File: config.mk
export PLATFORM = sky130hd
export DESIGN_NAME = format_parser
export DESIGN_NICKNAME = d
export VERILOG_FILES = /design/src/log_char_pkg.sv /design/src/log_record_pkg.sv /design/src/format_parser.sv
export SDC_FILE = /design/constraint.sdc
export NUM_CORES = 1
export LEC_CHECK = 0
export BUFFER_PORTS_ARGS = -buffer_cell sky130_fd_sc_hd__buf_2
export CAP_MARGIN = 20
export CELL_PAD_IN_SITES_DETAIL_PLACEMENT = 0
export CELL_PAD_IN_SITES_GLOBAL_PLACEMENT = 2
export CORE_ASPECT_RATIO = 1.1
export CORE_MARGIN = 8
export CORE_UTILIZATION = 30
export CTS_BUF_LIST = sky130_fd_sc_hd__clkbuf_8
export CTS_CLUSTER_DIAMETER = 40
export DETAILED_ROUTE_END_ITERATION = 12
export PLACE_DENSITY = 0.78
export SLEW_MARGIN = 25
export SYNTH_ARGS = -nofsm -noshare
export SYNTH_HDL_FRONTEND = slang
export SYNTH_SLANG_ARGS = --single-unit
File: constraint.sdc
create_clock -name clk -period 1.8 [get_ports clk]
set_clock_uncertainty 0.1 [all_clocks]
set_input_delay 0.09 -clock clk [delete_from_list [all_inputs] [get_ports clk]]
set_output_delay 0.09 -clock clk [all_outputs]
set_load 0.05 [all_outputs]
File: src/log_char_pkg.sv
package log_char_pkg;

    ////////////////////////////////////////
    // Character classes
    ////////////////////////////////////////

    // Codes follow the reference type numbering, other at the end
    typedef enum logic [3:0] {
        cc_caret      = 4'd0,
        cc_dec_digit  = 4'd1,
        cc_at         = 4'd2,
        cc_hex_letter = 4'd3,
        cc_space      = 4'd4,
        cc_star       = 4'd5,
        cc_equals     = 4'd6,
        cc_less       = 4'd7,
        cc_dollar     = 4'd8,
        cc_hash       = 4'd9,
        cc_colon      = 4'd10,
        cc_other      = 4'd11
    } char_class_e;

    ////////////////////////////////////////
    // Classifier to parser token
    ////////////////////////////////////////

    // Nibble holds the digit value, zero for non-digit classes
    typedef struct packed {
        char_class_e char_class;
        logic [3:0]  nibble;
    } char_token_t;

endpackage

File: src/log_record_pkg.sv
package log_record_pkg;

    // Field limits
    localparam int DEC_FIELD_MAX_DIGITS = 4;
    localparam int HEX_FIELD_DIGITS     = 8;
    localparam int TIME_WIDTH           = 14;

    ////////////////////////////////////////
    // Parser output
    ////////////////////////////////////////

    typedef enum logic [2:0] {
        field_none   = 3'd0,
        field_time   = 3'd1,
        field_pc     = 3'd2,
        field_target = 3'd3,
        field_data   = 3'd4
    } field_sel_e;

    // Same 2-bit codes as the reference format_type output
    typedef enum logic [1:0] {
        kind_none      = 2'd0,
        kind_reg_write = 2'd1,
        kind_mem_write = 2'd2
    } record_kind_e;

    typedef struct packed {
        logic         start;
        field_sel_e   field;
        logic [3:0]   nibble;
        logic         done;
        record_kind_e kind;
    } parse_step_t;

    ////////////////////////////////////////
    // Decoded line
    ////////////////////////////////////////

    typedef struct packed {
        record_kind_e          kind;
        logic [TIME_WIDTH-1:0] time_value;
        logic [31:0]           pc;
        logic [31:0]           target;
        logic [31:0]           data;
    } log_record_t;

endpackage

File: src/format_parser.sv
module format_parser (
    input  logic                        clk,
    input  logic                        reset,
    input  log_char_pkg::char_token_t   token,
    output log_record_pkg::parse_step_t step
);

    typedef enum logic [3:0] {
        st_idle,
        st_time_digits,
        st_pc_digits,
        st_colon_spaces,
        st_reg_digits,
        st_mem_open,
        st_addr_digits,
        st_arrow_spaces,
        st_arrow_eq,
        st_data_spaces,
        st_data_digits
    } parse_state_e;

    parse_state_e                 state;
    parse_state_e                 state_next;
    logic [3:0]                   cnt;
    logic [3:0]                   cnt_next;
    log_record_pkg::record_kind_e kind;
    log_record_pkg::record_kind_e kind_next;
    log_record_pkg::parse_step_t  step_next;
    logic                         is_dec;
    logic                         is_hex;
    logic                         dec_full;
    logic                         hex_full;

    assign is_dec   = token.char_class == log_char_pkg::cc_dec_digit;
    assign is_hex   = is_dec || token.char_class == log_char_pkg::cc_hex_letter;
    assign dec_full = cnt == log_record_pkg::DEC_FIELD_MAX_DIGITS;
    assign hex_full = cnt == log_record_pkg::HEX_FIELD_DIGITS;

    ////////////////////////////////////////
    // Next state
    ////////////////////////////////////////

    // Anything not matched below abandons the line
    always_comb begin
        state_next       = st_idle;
        cnt_next         = 4'd0;
        kind_next        = kind;
        step_next.start  = 1'b0;
        step_next.field  = log_record_pkg::field_none;
        step_next.nibble = token.nibble;
        step_next.done   = 1'b0;
        step_next.kind   = kind;

        if (token.char_class == log_char_pkg::cc_caret) begin
            // New line from any point
            state_next      = st_time_digits;
            kind_next       = log_record_pkg::kind_none;
            step_next.start = 1'b1;
        end else begin
            case (state)
                st_time_digits: begin
                    if (is_dec && !dec_full) begin
                        state_next      = st_time_digits;
                        cnt_next        = cnt + 4'd1;
                        step_next.field = log_record_pkg::field_time;
                    end else if (token.char_class == log_char_pkg::cc_at && cnt != 4'd0) begin
                        state_next = st_pc_digits;
                    end
                end
                st_pc_digits: begin
                    if (is_hex && !hex_full) begin
                        state_next      = st_pc_digits;
                        cnt_next        = cnt + 4'd1;
                        step_next.field = log_record_pkg::field_pc;
                    end else if (token.char_class == log_char_pkg::cc_colon && hex_full) begin
                        state_next = st_colon_spaces;
                    end
                end
                st_colon_spaces: begin
                    if (token.char_class == log_char_pkg::cc_space) begin
                        state_next = st_colon_spaces;
                    end else if (token.char_class == log_char_pkg::cc_dollar) begin
                        state_next = st_reg_digits;
                        kind_next  = log_record_pkg::kind_reg_write;
                    end else if (token.char_class == log_char_pkg::cc_star) begin
                        state_next = st_mem_open;
                        kind_next  = log_record_pkg::kind_mem_write;
                    end
                end
                st_reg_digits: begin
                    if (is_dec && !dec_full) begin
                        state_next      = st_reg_digits;
                        cnt_next        = cnt + 4'd1;
                        step_next.field = log_record_pkg::field_target;
                    end else if (cnt != 4'd0) begin
                        if (token.char_class == log_char_pkg::cc_space) begin
                            state_next = st_arrow_spaces;
                        end else if (token.char_class == log_char_pkg::cc_less) begin
                            state_next = st_arrow_eq;
                        end
                    end
                end
                st_mem_open: begin
                    if (is_hex) begin
                        state_next      = st_addr_digits;
                        cnt_next        = 4'd1;
                        step_next.field = log_record_pkg::field_target;
                    end
                end
                st_addr_digits: begin
                    if (is_hex && !hex_full) begin
                        state_next      = st_addr_digits;
                        cnt_next        = cnt + 4'd1;
                        step_next.field = log_record_pkg::field_target;
                    end else if (hex_full) begin
                        if (token.char_class == log_char_pkg::cc_space) begin
                            state_next = st_arrow_spaces;
                        end else if (token.char_class == log_char_pkg::cc_less) begin
                            state_next = st_arrow_eq;
                        end
                    end
                end
                st_arrow_spaces: begin
                    if (token.char_class == log_char_pkg::cc_space) begin
                        state_next = st_arrow_spaces;
                    end else if (token.char_class == log_char_pkg::cc_less) begin
                        state_next = st_arrow_eq;
                    end
                end
                st_arrow_eq: begin
                    if (token.char_class == log_char_pkg::cc_equals) begin
                        state_next = st_data_spaces;
                    end
                end
                st_data_spaces: begin
                    if (token.char_class == log_char_pkg::cc_space) begin
                        state_next = st_data_spaces;
                    end else if (is_hex) begin
                        state_next      = st_data_digits;
                        cnt_next        = 4'd1;
                        step_next.field = log_record_pkg::field_data;
                    end
                end
                st_data_digits: begin
                    if (is_hex && !hex_full) begin
                        state_next      = st_data_digits;
                        cnt_next        = cnt + 4'd1;
                        step_next.field = log_record_pkg::field_data;
                    end else if (token.char_class == log_char_pkg::cc_hash && hex_full) begin
                        // Line accepted, back to idle
                        step_next.done = 1'b1;
                    end
                end
                default: state_next = st_idle;
            endcase
        end
    end

    ////////////////////////////////////////
    // Registers
    ////////////////////////////////////////

    always_ff @(posedge clk) begin
        if (reset) begin
            state <= st_idle;
            cnt   <= 4'd0;
            kind  <= log_record_pkg::kind_none;
            step  <= '0;
        end else begin
            state <= state_next;
            cnt   <= cnt_next;
            kind  <= kind_next;
            step  <= step_next;
        end
    end

    a_start_done_exclusive: assert property (
        @(posedge clk) disable iff (reset)
        !(step.start && step.done)
    ) else $error("start and done in the same step");

    // Kind must have been latched from the dollar or star
    a_done_has_kind: assert property (
        @(posedge clk) disable iff (reset)
        step.done |-> step.kind != log_record_pkg::kind_none
    ) else $error("done without a record kind");

endmodule

# Yosys cells after proc, flatten, opt, wreduce, memory -nomap -nowiden
# Cells that the tools add are included.
[totals] elab_cells=88 in_bits=10 register_bits=21
[classes] eq_ne=22 muxes=38 reduce_logical=16 bitwise=2 add_sub_neg=1
[op_table] op="2-to-1 mux 4 bit" n=12
[op_table] op="case mux 4 bit (10 select lines)" n=1
[op_table] op="equality test 4 x 3 -> 1 bit (second input constant)" n=9
[op_table] op="equality test 4 bit (second input constant)" n=7
[op_table] op="2-to-1 mux 3 bit" n=7
[op_table] op="case mux 3 bit (7 select lines)" n=1
[op_table] op="2-to-1 mux 2 bit" n=10
[op_table] op="equality test 4 x 2 -> 1 bit (second input constant)" n=4
[op_table] op="case mux 4 bit (4 select lines)" n=1
[op_table] op="equality test 4 x 1 -> 1 bit (second input constant)" n=2
[op_table] op="2-to-1 mux 1 bit" n=6
[op_table] op="logical AND 1 bit" n=5
[op_table] op="adder 4 x 1 -> 4 bit (second input constant)" n=1
[op_table] op="logical NOT 4 bit" n=1
[op_table] op="nonzero test 4 bit" n=1
[op_table] op="OR reduction 2 bit" n=2
[op_table] op="OR reduction 4 bit" n=1
[op_table] op="AND reduction 3 bit" n=1
[op_table] op="OR reduction 3 bit" n=1
[op_table] op="logical NOT 1 bit" n=2
[op_table] op="NOT 1 bit" n=2
[op_table] op="nonzero test 2 bit" n=1
[op_table] op="logical OR 1 bit" n=1

# Logic depth before layout (Yosys ltp)
# Gate-level depths: netlist of run 1.
[depth] ltp_word=7 depth_mapped=6 depth_no_buf=6

# Worst setup path before layout of run 1
# OpenSTA, ideal clock, no wires.
[synth_path] kind="register -> register" start="register state[0]" end="register cnt[0]" synth_period_minus_slack_ns=1.867 t_arrival_ns=1.698 path_stages_with_launch=7 n_path_buf=2 setup_slack_ns=-0.067 cell_sequence="dfxtp_1 buf_6 a22o_1 or4_1 buf_2 or4_1 o21ai_1"
[synth_via] elab_chain_cells=3
[synth_rtl] item="start: declaration" line="format_parser.sv:22" source="parse_state_e state;"
[synth_rtl] item="start signal: assignment" line="format_parser.sv:165" source="state <= st_idle;"
[synth_rtl] item="start signal: assignment" line="format_parser.sv:170" source="state <= state_next;"
[synth_rtl] item="equality test 4 bit, or another cell as far along" line="format_parser.sv:60" source="case (state)"
[synth_rtl] item="OR reduction 3 bit (no source line) / OR reduction 2 bit (equally long branches)"
[synth_rtl] item="case mux 4 bit (4 select lines) (*)" line="format_parser.sv:60"
[synth_rtl] item="end signal: assignment" line="format_parser.sv:171" source="cnt <= cnt_next;"
[synth_rtl] item="end: declaration" line="format_parser.sv:24" source="logic [3:0] cnt;"
# Mark *: on every way between the ends. The rest lies on a longest branch, timed or not.
# A chain may end at the register's enable or synchronous reset.

# Final worst setup path of run 1
# Same ends and word-level chain as after synthesis.

==> results of run 1 <==
-- stage by stage --
stage	cell area (sq um)	setup TNS, ns	total power [mW]	hold slack [ns]
2_1_floorplan	1210	-0.0665	0.544	0.118
3_3_place_gp	1470	-0.700	0.581	0.206
3_5_place_dp	1470	-0.773	0.582	0.219
4_1_cts	1570	0	0.879	0.0662
5_1_grt	1610	-0.0941	0.908	0.0863
6_report	1610	0	0.870	0.0710
-- cell families after synthesis --
kind of cell             share of synthesized area
AO/OA/AOI/OAI                                0.171
XOR/XNOR                                    0.0363
adder cells (fa/ha/maj)                     0.0207
buffers and inverters                       0.0674
flip-flops                                   0.348
AND/OR/NAND/NOR                              0.356
-- layout make-up --
class,instances,share of cell area
Clock inverter,1,0.00233
Tap cell,52,0.0404
Inverter,7,0.0163
Clock buffer,3,0.0256
Timing Repair Buffer,45,0.190
Multi-Input combinational cell,106,0.462
Sequential cell,21,0.264
-- registers in the layout, indices dropped and copies added (netlist names) --
signal  flops
cnt         4
kind        2
state       4
step       11
-- routing by layer --
layer	GRT usage	up-vias	routed length (um)
met5	0	-	0
met4	0.0692	0	74
met3	0.0227	10	194
met2	0.207	52	1740
met1	0.122	581	1610
li1	-	613	-
-- worst max-delay path: stages (launching register included) --
cell	delay, ns
dfxtp_1	0.32
a22o_1	0.22
or4_1	0.42
or4_1	0.52
o21ai_1	0.09
-- timing repair --
action / 4_1_cts / 5_1_grt
cloned: 0 / 0
buffers inserted: 0 / 1
hold endpoints to repair: 4 / 0
pin swaps: 2 / 5
setup endpoints to repair: 3 / 9
hold buffers: 4 / 0
resized for setup: 3 / 12
-- cell usage in the layout, fill, tap and decap left out, types with 2 or more instances in the layout --
master / instances
a31oi_1: 5
inv_2: 2
o211ai_1: 2
dfxtp_1: 17
nor4_1: 8
or4b_1: 3
nor3_1: 5
or4_1: 3
nor2b_1: 9
nand3_1: 2
nor2_1: 10
xor2_1: 2
buf_4: 19
nor3b_1: 2
inv_1: 6
nand2b_1: 7
clkbuf_8: 3
xnor2_1: 3
buf_6: 2
o21ai_0: 4
o2111ai_1: 2
nor4bb_1: 3
o21ai_1: 2
nand2_1: 5
and3b_1: 2
dlygate4sd3_1: 4
dfxtp_2: 4
buf_2: 20
or3_1: 2
a21oi_1: 6
-- report_power, final --
part	switching, mW	internal, mW	total, mW	leakage (nW)
sequential	0.00134	0.470	0.471	0.172
clock	0.140	0.151	0.291	0.0269
combinational	0.0631	0.0447	0.108	0.423
total	0.204	0.666	0.870	0.622
-- how the worst min path moves through the flow --
stage	startpoint	end	cells after the start	slack [ns]
detailed placement	token[3]	step[6]	2	0.22
global route	reset	step[1]	3	0.09
finish	reset	step[1]	3	0.07
floorplan	token[0]	step[3]	1	0.12
global placement	token[1]	step[4]	2	0.21
CTS	reset	step[1]	3	0.07
==> impl_metrics.tcl, run 1 <==
set metrics [dict create \
    slew_headroom 0.602 \
    r2r-start "state[0]" \
    die_y_um 82.5 \
    rr_endpoint "cnt[0]" \
    h-tree-depth 1 \
    arrival_ns 1.82 \
    final_nets 196 \
    synth_enable_flop_cells 0 \
    multi_input_area_sq_um 743 \
    area_growth_syn_to_layout_pct 33.4 \
    avgViaCountPerCell 5.34 \
    io_pins 21 \
    final_core_util 0.413 \
    setup.reg_to_reg.worst_slack_ns 0.06 \
    rsz0062_at_grt "yes" \
    grt_max_degree 13 \
    synth_area_leaders "dfxtp_1 35%, nor2b_1 4.7%, nor4_1 4.7%" \
    syn-cell-area_sq_mm 0.00121 \
    drv_slew 0 \
    irDropWorstVdd_uv 215 \
    start_kind "flip-flop" \
    p_leak_nw 0.622 \
    clockBufferDepth 2 \
    grt_pass1_vias 1234 \
    gp_congestion 0.867 \
    clock_latency_ns 0.25 \
    ant_nets 0 \
    max_clock_freq_mhz 575 \
    syn_nets 158 \
    antenna_found_initial 0 \
    ff_latch_area_sq_um 425 \
    core_sq_mm 0.00390 \
    pwr_density_cell_mw_per_mm2 540 \
    drc 0 \
    yosysSeqAreaShare 0.348 \
    cts_tree "built" \
    root_buffer "clkbuf_8" \
    dieWidth_um 76.5 \
    cp-end-kind "flip-flop" \
    place_worst_setup_slack_ns -0.293 \
    r2r_cells 4 \
    setup_violations 0 \
    antenna_cells 0 \
    outcome "complete, no violations" \
    fp-row-count 24 \
    dp_cells 226 \
    ys_ff_latch 21 \
    yosysMostFrequentCell "dfxtp_1" \
    crit_fanout 3 \
    wl_per_cell_um 15.4 \
    fin_cells 235 \
    yosysWarnings 0 \
    drt-total-wl_um 3620 \
    syn_avg_cell_area_sq_um 8.27 \
    via_count 1256 \
    drive_gt1_frac 0.301 \
    async_flop_share 0 \
    drv_cap 0 \
    crit_start "state[0]" \
    tightestPinTransition_ns 0.591 \
    ys.flop_type "dfxtp_1" \
    clk_pin_slew_ns 0.07 \
    fin_ws_ns 0.0611 \
    grt.overflow.total 0 \
    grt_usage 0.114 \
    cts.sinks 21 \
    synth_common_cells "21 x dfxtp_1, 10 x nor2_1, 9 x clkbuf_1, 9 x nor2b_1, 9 x nor4_1" \
    io_buffers 20 \
    fin_crit_sh 0.966 \
    min_path_type "in2reg" \
    dp_hpwl_um 2730 \
    synth_area_leader_cell "dfxtp_1" \
    dieArea_sq_mm 0.00631 \
    fin_crit_ns 1.74 \
    endpoint "cnt[0]" \
    grt_pass1_wl_um 5920 \
    start_util 0.309 \
    yosysTopAreaCellShare 0.348 \
    synth_cell_types 43 \
    cts-buffers-inserted 3 \
    fillers 415 \
    crit_required_ns 1.88 \
    criticalPathCategory "reg2reg" \
    first_iter_violations 62 \
    hold_viol_final 0 \
    first_pass_iters 4 \
    syn_inst 146 \
]
No activity file was read; power rests on OpenSTA's default activity.
==> run 2, diff against run 1 <==
CELL_PAD_IN_SITES_DETAIL_PLACEMENT = 1   (was 0)
==> run 2 against run 1 <==
Compared with the run above:
- die area stayed put
- wire length grew 5.7%
- via count about the same
- combinational power hardly changed
- hold slack better by 0.024 ns
- critical path depth increased by 3
- highest routed layer unchanged
- sequential share of layout area fell by 0.36 points
- critical path type unchanged
- sequential power about the same
- first-iteration DRC count fell by 37%
- largest cell class unchanged
- register-to-register slack worse by 0.04 ns
==> impl_metrics.tcl, run 2 (same netlist as run 1, synthesis figures left out) <==
set metrics [dict create \
    outcome "complete, no violations" \
    cts-buffers-inserted 3 \
    setup_tns_ns 0 \
    pwr_density_cell_mw_per_mm2 537 \
    hold_ws_ns 0.0949 \
    crit_fanout 3 \
    clock_latency_ns 0.25 \
    criticalPathCategory "reg2reg" \
    dieArea_sq_mm 0.00631 \
    wl_met3_um 118 \
    worst-path-buf-inv 2 \
    clockBufferDepth 2 \
    mostFrequentLayoutCells "23 x buf_4, 20 x buf_2, 17 x dfxtp_1, 10 x nor2_1, 9 x nor2b_1" \
    avgViaCountPerCell 5.30 \
    area_growth_syn_to_layout_pct 35.2 \
    path_delay_family "compound AO/OA/AOI/OAI gates" \
    wl_per_cell_um 16.1 \
    first_pass_iters 4 \
    root_buffer "clkbuf_8" \
    dp_cells 226 \
    first_iter_violations 39 \
    fin_cells 237 \
    wl_met2_um 1890 \
    cts.sinks 21 \
    die_y_um 82.5 \
    wl_met1_um 1740 \
    max_clock_freq_mhz 561 \
    grt_usage 0.123 \
    multi_input_area_sq_um 758 \
    fin_total_pwr_uw 876 \
    grt.overflow.total 0 \
    io_buffers 20 \
    slowest_delay_ns 0.43 \
    drt-total-wl_um 3820 \
    rsz0062_at_grt "yes" \
    start_util 0.309 \
    slew_headroom 0.583 \
    io_pins 21 \
    dp_hpwl_um 2990 \
    cts_tree "built" \
    grt_pass1_vias 1286 \
    drive_gt1_frac 0.324 \
    grt_pass1_wl_um 6400 \
    reg.largest.list "step (11), cnt (4), state (4)" \
    fin_crit_sh 0.991 \
    setup_violations 0 \
    start_kind "flip-flop" \
    irDropWorstVdd_uv 195 \
    hold_viol_final 0 \
    fp-row-count 24 \
    antenna_cells 0 \
    final_common_cell "buf_4" \
    via_count 1257 \
    core_sq_mm 0.00390 \
    drv_cap 0 \
    largest_reg_flops 11 \
    drv_slew 0 \
    final_core_util 0.418 \
    ff_latch_area_sq_um 425 \
    worstPathCellList "inv_2, ha_4, nand3b_1, a2111oi_4, buf_4, o211ai_1, a31oi_1" \
    grt_max_degree 13 \
    antenna_found_initial 0 \
    cp-end-kind "flip-flop" \
    final_nets 198 \
    gp_congestion 0.867 \
    crit_required_ns 1.88 \
    fillers 485 \
    max_flop_register "step" \
    clk_pin_slew_ns 0.07 \
    highest_layer "met4" \
    h-tree-depth 1 \
    min_path_type "in2reg" \
    crit_path_top_delay_cell "a2111oi_4" \
    fin_crit_ns 1.78 \
    tightestPinTransition_ns 0.620 \
    arrival_ns 1.86 \
    dieWidth_um 76.5 \
    ant_nets 0 \
    p_leak_nw 0.633 \
    drc 0 \
]
## run 2: per-stage QoR
| step | setup slack, ns | cell area, sq um |
|---|---|---|
| finish | 0.0171 | 1630 |
| global route | -0.0755 | 1630 |
| CTS | 0.00326 | 1570 |
| detailed placement | -0.359 | 1470 |
| global placement | -0.271 | 1470 |
| floorplan | -0.0665 | 1210 |
## run 2: final cells by class
cell class / instances / share of cell area
multi-input cells: 106 / 0.464
flip-flops and latches: 21 / 0.261
repair buffers: 47 / 0.192
well taps: 52 / 0.0398
clock buffers: 3 / 0.0253
inverters: 7 / 0.0161
clock inverters: 1 / 0.00230
## run 2: repair_timing
action	CTS	global route
hold endpoints to repair	4	0
pin swaps	2	4
endpoints found under the setup margin	3	8
gates resized for setup	4	11
buffers inserted	0	3
hold buffers	4	0
## run 2: metal layers
layer | up-vias | GRT usage
li1 | 614 | -
met4 | 0 | 0.0500
met5 | - | 0
met1 | 605 | 0.138
met2 | 32 | 0.232
met3 | 6 | 0.0173
## run 2: power by group
part,switching [mW],total [mW],internal (mW)
Combinational,0.0656,0.110,0.0449
Clock,0.143,0.295,0.152
Sequential,0.00138,0.471,0.470
Total,0.210,0.876,0.666
## run 2: worst reg2reg max path: stages, from the launching register on
cell and delay, ns:
dfxtp_2 0.33, inv_2 0.06, ha_4 0.15, nand3b_1 0.14, a2111oi_4 0.43, buf_4 0.18, o211ai_1 0.13, a31oi_1 0.19
## run 2: final timing paths
check                             start       end  slack [ns]  cells past startpoint
worst min-delay path              reset   step[1]        0.09                      3
worst max-delay path             cnt[1]  state[2]        0.02                      7
worst min register to register  kind[1]   step[1]        0.34                      2
worst max register to register   cnt[1]  state[2]        0.02                      7
